`src/include/lift_settings.svh`:
```
`ifndef LIFT_SETTINGS_SVH
`define LIFT_SETTINGS_SVH

// ~~~~~~~~~~~~~~~~~~~~~~~~~~~~~~~~~~~~~~~~~~~~~~~~~
// Building size
// ~~~~~~~~~~~~~~~~~~~~~~~~~~~~~~~~~~~~~~~~~~~~~~~~~
`define LIFT_FLOORS 6 // Floors 0 to 5.
`define LIFT_FLOOR_W 3 // Bits for a floor number.

// ~~~~~~~~~~~~~~~~~~~~~~~~~~~~~~~~~~~~~~~~~~~~~~~~~
// Hall-call buttons
// ~~~~~~~~~~~~~~~~~~~~~~~~~~~~~~~~~~~~~~~~~~~~~~~~~
// No up button on the top floor and no down button on the ground floor.
`define LIFT_HALL_UP_LO 0
`define LIFT_HALL_UP_HI 4
`define LIFT_HALL_DN_LO 1
`define LIFT_HALL_DN_HI 5

`endif

```
`src/rtl/liftStatePkg.sv`:
```
`include "lift_settings.svh"

package liftStatePkg;

	// ~~~~~~~~~~~~~~~~~~~~~~~~~~~~~~~~~~~~~~~~~~~~~~~~~
	// Car state
	// ~~~~~~~~~~~~~~~~~~~~~~~~~~~~~~~~~~~~~~~~~~~~~~~~~
	typedef logic [`LIFT_FLOOR_W-1:0] floorNumT;

	typedef enum logic {
		dirUp = 1'b0,
		dirDown = 1'b1
	} dirT;

	typedef enum logic [1:0] {
		phStopped = 2'd0, // Door closed, car parked.
		phDoorOpen = 2'd1,
		phMoving = 2'd2 // Between floors.
	} phaseT;

	localparam floorNumT groundFloor = '0;
	localparam floorNumT topFloor = floorNumT'(`LIFT_FLOORS - 1);

endpackage

```
`src/rtl/liftCallPkg.sv`:
```
`include "lift_settings.svh"

package liftCallPkg;

	// ~~~~~~~~~~~~~~~~~~~~~~~~~~~~~~~~~~~~~~~~~~~~~~~~~
	// Per-floor vectors
	// ~~~~~~~~~~~~~~~~~~~~~~~~~~~~~~~~~~~~~~~~~~~~~~~~~
	// Bit n belongs to floor n. Used for car calls, both hall-call
	// directions and the landing sensors.
	typedef logic [`LIFT_FLOORS-1:0] floorMaskT;

	localparam floorMaskT noFloors = '0;

endpackage

```
`src/rtl/callStatusIf.sv`:
```
`timescale 1ns/10ps

interface callStatusIf import liftStatePkg::*; ();

	floorNumT probeFloor; // Floor the calls are scanned against.
	dirT dir; // Direction of travel.

	logic callHere; // Any call at the probe floor.
	logic callHereDir; // Call at the probe floor for this direction.
	logic callAbove;
	logic callBelow;

	modport ctrl (
		output probeFloor,
		output dir,
		input callHere,
		input callHereDir,
		input callAbove,
		input callBelow
	);

	modport eval (
		input probeFloor,
		input dir,
		output callHere,
		output callHereDir,
		output callAbove,
		output callBelow
	);

endinterface

```
`src/rtl/callEvaluator.sv`:
```
`timescale 1ns/10ps

`include "lift_settings.svh"

module callEvaluator import liftStatePkg::*, liftCallPkg::*; (
	input floorMaskT carCall,
	input floorMaskT hallUp,
	input floorMaskT hallDown,
	callStatusIf.eval status
);

	floorMaskT allCalls; // Every call, whatever its source.
	floorMaskT dirCalls; // Calls that want the current direction.
	floorMaskT hereMask;
	floorMaskT aboveMask;
	floorMaskT belowMask;
	logic atEndFloor;

	// ~~~~~~~~~~~~~~~~~~~~~~~~~~~~~~~~~~~~~~~~~~~~~~~~~
	// Call merge
	// ~~~~~~~~~~~~~~~~~~~~~~~~~~~~~~~~~~~~~~~~~~~~~~~~~
	assign allCalls = carCall | hallUp | hallDown;

	// A car call always counts, a hall call only for its own direction.
	assign dirCalls = (status.dir == dirUp) ? (carCall | hallUp) : (carCall | hallDown);

	// ~~~~~~~~~~~~~~~~~~~~~~~~~~~~~~~~~~~~~~~~~~~~~~~~~
	// Floor masks relative to the probe floor
	// ~~~~~~~~~~~~~~~~~~~~~~~~~~~~~~~~~~~~~~~~~~~~~~~~~
	always_comb begin
		hereMask = noFloors;
		aboveMask = noFloors;
		belowMask = noFloors;
		for (int i = 0; i < `LIFT_FLOORS; i++) begin
			if (floorNumT'(i) == status.probeFloor) begin
				hereMask[i] = 1'b1;
			end
			if (floorNumT'(i) > status.probeFloor) begin
				aboveMask[i] = 1'b1; // Strictly above.
			end
			if (floorNumT'(i) < status.probeFloor) begin
				belowMask[i] = 1'b1; // Strictly below.
			end
		end
	end

	assign atEndFloor = (status.probeFloor == groundFloor) ||
		(status.probeFloor == topFloor);

	// ~~~~~~~~~~~~~~~~~~~~~~~~~~~~~~~~~~~~~~~~~~~~~~~~~
	// Summary levels
	// ~~~~~~~~~~~~~~~~~~~~~~~~~~~~~~~~~~~~~~~~~~~~~~~~~
	assign status.callHere = |(allCalls & hereMask);

	// The car turns at an end floor, so any call there is taken.
	always_comb begin
		if (atEndFloor) begin
			status.callHereDir = |(allCalls & hereMask);
		end else begin
			status.callHereDir = |(dirCalls & hereMask);
		end
	end

	assign status.callAbove = |(allCalls & aboveMask);
	assign status.callBelow = |(allCalls & belowMask);

endmodule

```
`src/rtl/carController.sv`:
```
`timescale 1ns/10ps

module carController import liftStatePkg::*, liftCallPkg::*; (
	input logic clk,
	input logic rstN,
	input logic emergency,
	input logic passengerIn,
	input floorMaskT sensor,
	callStatusIf.ctrl status,
	output logic moveUp,
	output logic moveDown,
	output logic openDoor,
	output logic closeDoor,
	output logic stop,
	output floorNumT lcd
);

	floorNumT floorQ; // Last floor the car stood at or passed.
	floorNumT floorD;
	dirT dirQ;
	dirT dirD;
	phaseT phaseQ;
	phaseT phaseD;

	floorNumT nextFloor; // Next landing in the direction of travel.
	dirT otherDir;
	logic callAhead;
	logic callBehind;
	logic arrived;
	logic atEndFloor;
	logic stopHere;

	// ~~~~~~~~~~~~~~~~~~~~~~~~~~~~~~~~~~~~~~~~~~~~~~~~~
	// Probe for the call evaluator
	// ~~~~~~~~~~~~~~~~~~~~~~~~~~~~~~~~~~~~~~~~~~~~~~~~~
	always_comb begin
		if (dirQ == dirUp) begin
			nextFloor = floorQ + 1'b1;
			otherDir = dirDown;
		end else begin
			nextFloor = floorQ - 1'b1;
			otherDir = dirUp;
		end
	end

	// While moving, the calls are judged at the landing being approached.
	assign status.probeFloor = (phaseQ == phMoving) ? nextFloor : floorQ;
	assign status.dir = dirQ;

	// ~~~~~~~~~~~~~~~~~~~~~~~~~~~~~~~~~~~~~~~~~~~~~~~~~
	// Decisions
	// ~~~~~~~~~~~~~~~~~~~~~~~~~~~~~~~~~~~~~~~~~~~~~~~~~
	assign callAhead = (dirQ == dirUp) ? status.callAbove : status.callBelow;
	assign callBehind = (dirQ == dirUp) ? status.callBelow : status.callAbove;

	assign arrived = sensor[status.probeFloor]; // Landing sensor of the probe floor.

	assign atEndFloor = (status.probeFloor == groundFloor) ||
		(status.probeFloor == topFloor);

	// Reasons to halt at the landing being reached.
	assign stopHere = emergency || status.callHereDir || atEndFloor || !callAhead;

	// ~~~~~~~~~~~~~~~~~~~~~~~~~~~~~~~~~~~~~~~~~~~~~~~~~
	// Next state
	// ~~~~~~~~~~~~~~~~~~~~~~~~~~~~~~~~~~~~~~~~~~~~~~~~~
	always_comb begin
		floorD = floorQ;
		dirD = dirQ;
		phaseD = phaseQ;

		case (phaseQ)
			phStopped: begin
				if (emergency || status.callHere) begin
					phaseD = phDoorOpen; // Serve this floor first.
				end else if (callAhead) begin
					phaseD = phMoving;
				end else if (callBehind) begin
					dirD = otherDir; // Nothing ahead, so turn round.
					phaseD = phMoving;
				end
			end

			phDoorOpen: begin
				// Emergency keeps the door open whatever the passenger does.
				if (!emergency && passengerIn) begin
					phaseD = phStopped;
				end
			end

			phMoving: begin
				if (arrived) begin
					floorD = nextFloor;
					if (stopHere) begin
						phaseD = phStopped;
					end
				end
			end

			default: begin
				phaseD = phaseQ;
			end
		endcase
	end

	// ~~~~~~~~~~~~~~~~~~~~~~~~~~~~~~~~~~~~~~~~~~~~~~~~~
	// State registers
	// ~~~~~~~~~~~~~~~~~~~~~~~~~~~~~~~~~~~~~~~~~~~~~~~~~
	always_ff @(posedge clk or negedge rstN) begin
		if (!rstN) begin
			floorQ <= groundFloor;
			dirQ <= dirUp;
			phaseQ <= phStopped;
		end else begin
			floorQ <= floorD;
			dirQ <= dirD;
			phaseQ <= phaseD;
		end
	end

	// ~~~~~~~~~~~~~~~~~~~~~~~~~~~~~~~~~~~~~~~~~~~~~~~~~
	// Output decode
	// ~~~~~~~~~~~~~~~~~~~~~~~~~~~~~~~~~~~~~~~~~~~~~~~~~
	assign moveUp = (dirQ == dirUp);
	assign moveDown = (dirQ == dirDown);

	assign openDoor = (phaseQ == phDoorOpen);
	assign closeDoor = !openDoor;

	assign stop = (phaseQ != phMoving); // Parked or door open.

	// Shows the departure floor until the next landing is reached.
	assign lcd = floorQ;

endmodule

```
`src/rtl/liftController.sv`:
```
`timescale 1ns/10ps

`include "lift_settings.svh"

module liftController import liftStatePkg::*, liftCallPkg::*; (
	input logic clk,
	input logic rstN,
	input logic emergency,
	input logic passengerIn,
	input floorMaskT sensor,
	input floorMaskT carCall,
	input logic [`LIFT_HALL_UP_HI:`LIFT_HALL_UP_LO] hallCallUp,
	input logic [`LIFT_HALL_DN_HI:`LIFT_HALL_DN_LO] hallCallDown,
	output logic moveUp,
	output logic moveDown,
	output logic openDoor,
	output logic closeDoor,
	output logic stop,
	output floorNumT lcd
);

	floorMaskT hallUpMask;
	floorMaskT hallDownMask;

	callStatusIf callStatus ();

	// Floors without a button read as no call.
	always_comb begin
		hallUpMask = noFloors;
		hallDownMask = noFloors;
		hallUpMask[`LIFT_HALL_UP_HI:`LIFT_HALL_UP_LO] = hallCallUp;
		hallDownMask[`LIFT_HALL_DN_HI:`LIFT_HALL_DN_LO] = hallCallDown;
	end

	// ~~~~~~~~~~~~~~~~~~~~~~~~~~~~~~~~~~~~~~~~~~~~~~~~~
	// Call scan and car FSM
	// ~~~~~~~~~~~~~~~~~~~~~~~~~~~~~~~~~~~~~~~~~~~~~~~~~
	callEvaluator u_callEvaluator (
		.carCall (carCall),
		.hallUp (hallUpMask),
		.hallDown (hallDownMask),
		.status (callStatus.eval)
	);

	carController u_carController (
		.clk (clk),
		.rstN (rstN),
		.emergency (emergency),
		.passengerIn (passengerIn),
		.sensor (sensor),
		.status (callStatus.ctrl),
		.moveUp (moveUp),
		.moveDown (moveDown),
		.openDoor (openDoor),
		.closeDoor (closeDoor),
		.stop (stop),
		.lcd (lcd)
	);

endmodule

```
`config.mk`:
```
export PLATFORM = sky130hd
export DESIGN_NAME = liftController
export DESIGN_NICKNAME = d
export VERILOG_FILES = /design/src/rtl/liftStatePkg.sv /design/src/rtl/liftCallPkg.sv /design/src/rtl/callStatusIf.sv /design/src/rtl/callEvaluator.sv /design/src/rtl/carController.sv /design/src/rtl/liftController.sv
export VERILOG_INCLUDE_DIRS = /design/src /design/src/include
export SDC_FILE = /design/constraint.sdc
export NUM_CORES = 1
export LEC_CHECK = 0
export BUFFER_PORTS_ARGS = -buffer_cell sky130_fd_sc_hd__buf_2
export CAP_MARGIN = 20
export CORE_UTILIZATION = 40
export CTS_CLUSTER_DIAMETER = 30
export DETAILED_ROUTE_END_ITERATION = 12
export PLACE_DENSITY = 0.7
export RECOVER_POWER = 50
export REMOVE_ABC_BUFFERS = 1
export SLEW_MARGIN = 15
export SYNTH_ARGS = -nofsm -noshare
export SYNTH_HDL_FRONTEND = slang
export SYNTH_HIERARCHICAL = 1
export SYNTH_SLANG_ARGS = --single-unit
```
`constraint.sdc`:
```
create_clock -name clk -period 3 [get_ports clk]
set_input_delay 0.3 -clock clk [delete_from_list [all_inputs] [get_ports clk]]
set_output_delay 0.3 -clock clk [all_outputs]
set_load 0.1 [all_outputs]
```
==> flow_metrics.py, run 1 <==
metrics = {
    "outcome": {
        "status": "finished, violations left",
        "violations": "setup timing",
    },
    "clocking": {
        "cts_tree": "done",
        "clock_latency_ps": 250,
        "clock-sinks": 6,
        "cts_buffers": 3,
        "cts_buffer_depth": 2,
        "htree_levels": 1,
        "clk_pin_slew_worst_paths_ps": 50,
        "root_buffer": "clkbuf_4",
    },
    "yosys": {
        "syn-cell-area_sq_um": 893,
        "yosysUniqueCellTypes": 43,
        "synth_fa_ha_area_share_pct": 7.84,
        "netlist_instances": 102,
        "synth_xor_area_share_pct": 7.70,
        "synth_compound_area_share_pct": 21.3,
        "yosysWarnings": 6,
        "syn_area_per_cell_sq_um": 8.76,
        "synth-simple-area-share_pct": 19.5,
        "synth_top_family_by_area": "compound AO/OA/AOI/OAI gates",
        "muxShareOfSynthArea_pct": 14.4,
        "synth-seq-cells": 6,
        "seq_area_frac_synth_pct": 16.8,
    },
    "drt": {
        "drc": 0,
        "first_pass_iters": 6,
        "drt-total-wl_mm": 2.58,
        "via_per_inst": 5.40,
        "routedWlPerCell_um": 14.1,
        "vias": 988,
        "drtAntennaViolNets": 0,
        "drtIter0Drc": 29,
    },
    "finish": {
        "area.growth.synth_to_final_pct": 48.7,
        "nFillCells": 175,
        "nNetsFinal": 189,
        "n_antenna_cell": 0,
        "layout_commonest_cell": "buf_2",
        "final_cell_mix": "buf_2 (30), buf_4 (19), inv_1 (8), nand2_1 (7)",
        "drive_gt1_share_pct": 51.3,
        "instances_no_fill": 183,
    },
    "worst_setup_path": {
        "r2r_setup_slack_ps": -80,
        "max_stage_delay_ps": 550,
        "cp.required_ps": 3120,
        "slowest_stage": "or4_1",
        "path_max_fanout": 3,
        "start_kind": "register",
        "r2r_cells": 12,
        "path_cells": "inv_2 -> fa_2 -> xnor2_2 -> nand2_2 -> xnor2_2 -> inv_2 -> o41ai_4 -> o41ai_2 -> or4_1 -> a21oi_2 -> a311oi_2 -> mux2_1",
        "endpoint_kind": "register",
        "path_class": "reg -> reg",
        "worstPathArrival_ps": 3200,
    },
    "power_and_ir_drop": {
        "power_frac_seq_pct": 11.4,
        "ir_drop_uv": 475,
        "clkPwrFrac_pct": 7.2,
        "power.internal_mw": 0.487,
        "p_leak_nw": 0.628,
        "p_switching_mw": 0.569,
        "power_density_nw_per_um2": 795,
        "pwr-share-comb_pct": 81.4,
        "swShare_pct": 53.8,
    },
    "sta": {
        "worst_slew_pin_slew_ps": 1160,
        "drv_slew": 0,
        "rsz0062_at_grt": "true",
        "min_period_ps": 3080,
        "hold_viol_final": 0,
        "finalSetupViolCount": 2,
        "relSlewSlack_pct": 23.2,
        "tns_ps": -151,
        "final.period_utilization_pct": 103,
        "clock-skew-final_ps": 5.40,
        "layout_setup_ws_ps": -78.1,
        "fmax_mhz": 325,
    },
    "placed_design": {
        "dpl.hpwl_mm": 1.89,
        "place_congestion": 0.894,
        "dp_cells": 175,
        "port_buffers": 33,
    },
    "floorplanning": {
        "dieArea_sq_um": 2430,
        "pin_count": 34,
        "core_sq_um": 2020,
        "die_w_um": 49.3,
        "start_util_pct": 44.2,
        "fp-row-count": 16,
        "die_y_um": 49.3,
    },
    "global_routing": {
        "grt.overflow.total": 0,
        "grt_max_degree": 11,
        "antenna_found_initial": 0,
        "track_usage_pct": 20.5,
        "grt_pass1_vias": 938,
        "grt_pass1_wl_mm": 3.80,
    },
    "run": {
        "max_cap_violations": 0,
    },
    "hold_path": {
        "hold_path_class": "in -> async",
    },
}
==> cells by family after synthesis <==
family | Yosys count
AND/OR/NAND/NOR | 32
buffers and inverters | 17
other | 1
flip-flops | 6
XOR/XNOR | 6
multiplexers | 11
adder cells (fa/ha/maj) | 5
AO/OA/AOI/OAI | 24
==> synth_stat cells, drive strengths merged <==
master	number	share of area (%)
o211ai	1	0.84
nand3b	1	2.2
nand2	8	3.4
o22ai	1	0.70
o31ai	1	0.84
conb	1	0.42
o311ai	1	0.98
dfrtp	6	17
and2	1	0.84
or4	1	0.84
mux4	1	2.5
nor2b	1	0.70
xor2	1	0.98
mux2	5	6.3
clkbuf	3	3.6
a41oi	2	2.0
a211oi	1	0.84
nor4	1	0.70
inv	10	4.2
o32a	1	1.1
fa	1	2.2
o41ai	2	3.6
nand2b	3	2.1
a21oi	7	3.9
a31oi	2	1.4
a311oi	2	2.7
o21a	1	0.84
xor3	1	2.8
ha	4	5.6
o21ai	1	0.56
mux2i	5	5.6
buf	4	4.2
nand3	1	0.56
nor3	7	4.5
nor2	7	2.9
xnor2	4	3.9
o22a	1	0.98
nand4	1	0.70
==> power by group through the flow <==
stage	clock, mW	sequential (mW)	combinational (mW)
after CTS	0.0797	0.121	0.784
after detailed placement	0	0.121	0.756
after global placement	0	0.120	0.739
after global routing	0.0812	0.125	0.906
final	0.0759	0.121	0.859
after floorplan	0	0.201	0.449
==> registers in the layout, summed over array words and instances, names as in the netlist <==
name and flops:
u_carController/lcd 3, u_carController/moveDown 1, u_carController/phaseQ 2
==> worst max-delay path, delay by kind of cell, from the launching register on <==
| kind | cells | cell delay (ps) |
|---|---|---|
| adder cells (fa/ha/maj) | 1 | 410 |
| AO/OA/AOI/OAI | 4 | 620 |
| multiplexers | 1 | 330 |
| AND/OR/NAND/NOR | 2 | 640 |
| buffers and inverters | 2 | 150 |
| XOR/XNOR | 2 | 430 |
| flip-flops | 1 | 370 |
==> final timing paths <==
check,to,from
worst max-delay path,u_carController/phaseQ[1],u_carController/moveDown
worst min-delay path,u_carController/lcd[1],rstN
worst max register to register,u_carController/phaseQ[1],u_carController/moveDown
worst min register to register,u_carController/phaseQ[1],u_carController/phaseQ[1]
max in group asynchronous,u_carController/phaseQ[0],rstN
min in group clk,u_carController/phaseQ[1],emergency
==> stage by stage <==
step           worst slack, ps  hold WS [ps]  util, %  cell area (sq um)  power (mW)
6_report                 -78.1           453     65.7               1330        1.06
5_1_grt                   -173           497     65.7               1330        1.11
4_1_cts                   6.78           397     61.3               1240       0.984
3_5_place_dp              -164           131     58.2               1180       0.877
3_3_place_gp             -33.0           126     58.2               1180       0.859
2_1_floorplan            -2000          4.41        -                831       0.650
==> repair_timing <==
| item | CTS | global route |
|---|---|---|
| hold endpoints to repair | 6 | 0 |
| cloned | 0 | 0 |
| endpoints found under the setup margin | 2 | 2 |
| hold buffers | 1 | 0 |
| buffers inserted | 1 | 4 |
| pin swaps | 3 | 11 |
| gates resized for setup | 4 | 16 |
==> cell type report <==
class	instances	area [sq um]	share of cell area (%)
clock buffers	3	22.5	1.69
multi-input cells	81	728	54.8
inverters	10	37.5	2.82
well taps	27	33.8	2.54
repair buffers	56	357	26.8
flip-flops and latches	6	150	11.3
==> routing by layer <==
layer | global-route usage (%) | wire length, um | vias up | part of all wire [%]
met5 | 0 | 0 | - | 0
met4 | 12.7 | 90 | 0 | 3.5
met3 | 2.18 | 92 | 8 | 3.6
li1 | - | - | 473 | -
met1 | 21.7 | 991 | 471 | 38
met2 | 37.9 | 1410 | 36 | 55
Power figures use the tool's default switching activity.
==> run 2, diff against run 1 <==
--- a/config.mk
+++ b/config.mk
@@ -6,12 +6,14 @@
 export SDC_FILE = /design/constraint.sdc
 export NUM_CORES = 1
 export LEC_CHECK = 0
+export ABC_AREA = 1
 export BUFFER_PORTS_ARGS = -buffer_cell sky130_fd_sc_hd__buf_2
 export CAP_MARGIN = 20
 export CORE_UTILIZATION = 40
 export CTS_CLUSTER_DIAMETER = 30
 export DETAILED_ROUTE_END_ITERATION = 12
-export PLACE_DENSITY = 0.7
+export GPL_ROUTABILITY_DRIVEN = 0
+export PLACE_DENSITY = 0.68
 export RECOVER_POWER = 50
 export REMOVE_ABC_BUFFERS = 1
 export SLEW_MARGIN = 15
==> flow_metrics.py, run 2 <==
metrics = {
    "power_and_ir_drop": {
        "clkPwrFrac_pct": 5.0,
        "p_leak_nw": 0.820,
        "finalPower_mw": 1.54,
        "pwr-share-comb_pct": 85.2,
        "swShare_pct": 65.6,
        "p_switching_mw": 1.01,
        "power.internal_mw": 0.532,
        "power_frac_seq_pct": 9.8,
        "power_density_nw_per_um2": 1180,
        "ir_drop_uv": 770,
    },
    "yosys": {
        "netlist_instances": 182,
        "syn_area_per_cell_sq_um": 5.73,
        "synth_most_common_cell": "nand2_1",
        "synth_edf_count": 0,
        "yosysUniqueCellTypes": 28,
        "yosysTopAreaCellShare_pct": 20.9,
        "seq_area_frac_synth_pct": 14.4,
        "async_flop_share_pct": 100,
        "syn-cell-area_sq_um": 1040,
        "synthTopCellsByArea": "nand2_1 (21%), dfrtp_1 (14%), inv_1 (12%), nand3_1 (8.6%), nor2_1 (5.8%)",
        "yosysTopAreaCell": "nand2_1",
        "synth-seq-cells": 6,
        "synth_common_cells": "nand2_1 (58), inv_1 (33), nand3_1 (18), nor2_1 (16), nand2_2 (7)",
        "yosysWarnings": 6,
        "ys.flop_type": "dfrtp_1",
    },
    "global_routing": {
        "grt_pass1_vias": 954,
        "antenna_found_initial": 0,
        "grt_max_degree": 13,
        "track_usage_pct": 18.0,
        "grt_pass1_wl_mm": 3.66,
        "grt.overflow.total": 0,
    },
    "worst_setup_path": {
        "crit_buf_inv": 6,
        "slowest_stage": "fa_1",
        "path_max_fanout": 8,
        "worst-path-stages": 19,
        "r2r_setup_slack_ps": 260,
        "crit_family": "simple AND/OR/NAND/NOR gates",
        "r2r_start": "u_carController/lcd[0]",
        "cp.required_ps": 3140,
        "r2r_cells": 19,
        "startpoint": "u_carController/lcd[0]",
        "worstPathArrival_ps": 2880,
        "max_stage_delay_ps": 540,
        "endpoint_kind": "register",
        "path_cells": "inv_2 -> fa_1 -> nand2_1 -> o21ai_2 -> inv_2 -> inv_1 -> nand2_4 -> inv_1 -> nand2_1 -> nand2_1 -> inv_1 -> nand4_1 -> inv_1 -> nand2_1 -> o21ai_1 -> nor3_1 -> nand4_2 -> nand4_1 -> nand2_1",
        "path_class": "reg -> reg",
        "start_kind": "register",
        "crit_top_cell": "nand2_1",
        "r2r_end": "u_carController/phaseQ[0]",
    },
    "finish": {
        "nFillCells": 286,
        "final_cell_mix": "nand2_1 (57), inv_1 (32), buf_2 (29), nand3_1 (17), nor2_1 (16)",
        "largest_reg_flops": 3,
        "area.growth.synth_to_final_pct": 25.6,
        "nNetsFinal": 255,
        "layout_commonest_cell": "nand2_1",
        "n_antenna_cell": 0,
        "drive_gt1_share_pct": 30.6,
    },
    "sta": {
        "min_period_ps": 2740,
        "hold_viol_final": 0,
        "final.period_utilization_pct": 91.4,
        "finalSetupViolCount": 0,
        "relSlewSlack_pct": 22.9,
        "worst_slew_pin_slew_ps": 1160,
        "fmax_mhz": 365,
        "drv_slew": 0,
        "holdWs_ps": 458,
        "clock-skew-final_ps": 4.61,
    },
    "drt": {
        "drt-total-wl_mm": 2.25,
        "drc": 0,
        "via_per_inst": 4.63,
        "drtIter0Drc": 20,
        "vias": 1167,
        "first_pass_iters": 4,
        "routedWlPerCell_um": 8.93,
        "drtAntennaViolNets": 0,
    },
    "clocking": {
        "root_buffer": "clkbuf_4",
        "cts_buffer_depth": 2,
        "cts_tree": "done",
        "htree_levels": 1,
        "clock-sinks": 6,
        "clock_latency_ps": 250,
        "clk_pin_slew_worst_paths_ps": 50,
        "cts_buffers": 3,
    },
    "floorplanning": {
        "dieArea_sq_um": 2810,
        "die_y_um": 53.0,
        "core_sq_um": 2480,
        "start_util_pct": 42.1,
        "fp-row-count": 18,
        "pin_count": 34,
        "die_w_um": 53.0,
    },
    "outcome": {
        "status": "completed",
    },
    "run": {
        "max_cap_violations": 0,
    },
    "placed_design": {
        "dpl.hpwl_mm": 1.83,
        "port_buffers": 33,
    },
    "hold_path": {
        "hold_path_class": "in -> async",
    },
}
## run 2: cell count changes after synthesis, sizes merged, moves of 4 or more
cell and delta:
a21oi -4, inv +28, mux2 -5, mux2i -5, nand2 +60, nand3 +21
nand4 +4, nor2 +12, nor3 -6, o21ai +6, xnor2 -4
## run 2: power by group through the flow
stage               sequential, mW  combinational (mW)  clock, mW
floorplan                    0.337               0.864          0
global placement             0.152                1.26          0
detailed placement           0.152                1.26          0
CTS                          0.151                1.26     0.0814
global route                 0.155                1.46     0.0858
finish                       0.151                1.32     0.0770
## run 2: worst max path at each step
stage,to
finish,u_carController/phaseQ[0]
global route,u_carController/phaseQ[0]
CTS,u_carController/phaseQ[1]
detailed placement,u_carController/phaseQ[1]
global placement,u_carController/phaseQ[1]
floorplan,u_carController/phaseQ[0]
## run 2: kinds of logic after synthesis
logic type | after synthesis | synth area share, %
AND/OR/NAND/NOR | 116 | 53.1
adder cells (fa/ha/maj) | 5 | 6.72
AO/OA/AOI/OAI | 12 | 7.08
other | 1 | 0.360
buffers and inverters | 41 | 16.8
flip-flops | 6 | 14.4
XOR/XNOR | 1 | 1.56
## run 2: what timing repair did
action,in CTS,in global routing
hold endpoints to repair,6,0
endpoints found under the setup margin,0,3
hold buffers,1,0
buffers inserted,0,3
gates resized for setup,0,6
## run 2: layer usage
metal,wire length (um),global-route usage (%),up-vias
met3,82,1.72,5
met1,1040,20.5,502
li1,-,-,635
met2,1090,32.5,25
met5,0,0,-
met4,38,9.65,0
## run 2: area by class of cell
type	instances	area (sq um)	area share, %
multi-input combinational	136	746	57.0
timing repair buffer	39	208	15.9
sequential	6	150	11.5
inverter	38	145	11.1
tap	30	37.5	2.87
clock buffer	3	22.5	1.72
## run 2: worst reg2reg max path, delay by kind of cell (launching register included)
kind            cells  cell delay, ps
fa+ha+maj           1             540
flops               1             390
compound gates      2             180
buf+inv             6             530
simple gates       10             970
## run 2: metrics by stage
| step | setup TNS, ps | utilization [%] | setup slack, ps | cells | instance area (sq um) |
|---|---|---|---|---|---|
| 2_1_floorplan | -2690 | - | -860 | 180 | 1020 |
| 3_3_place_gp | 0 | 49.8 | 191 | 245 | 1230 |
| 3_5_place_dp | 0 | 49.8 | 140 | 245 | 1230 |
| 4_1_cts | 0 | 51.1 | 125 | 249 | 1270 |
| 5_1_grt | -46.5 | 52.8 | -35.3 | 252 | 1310 |
| 6_report | 0 | 52.8 | 259 | 252 | 1310 |
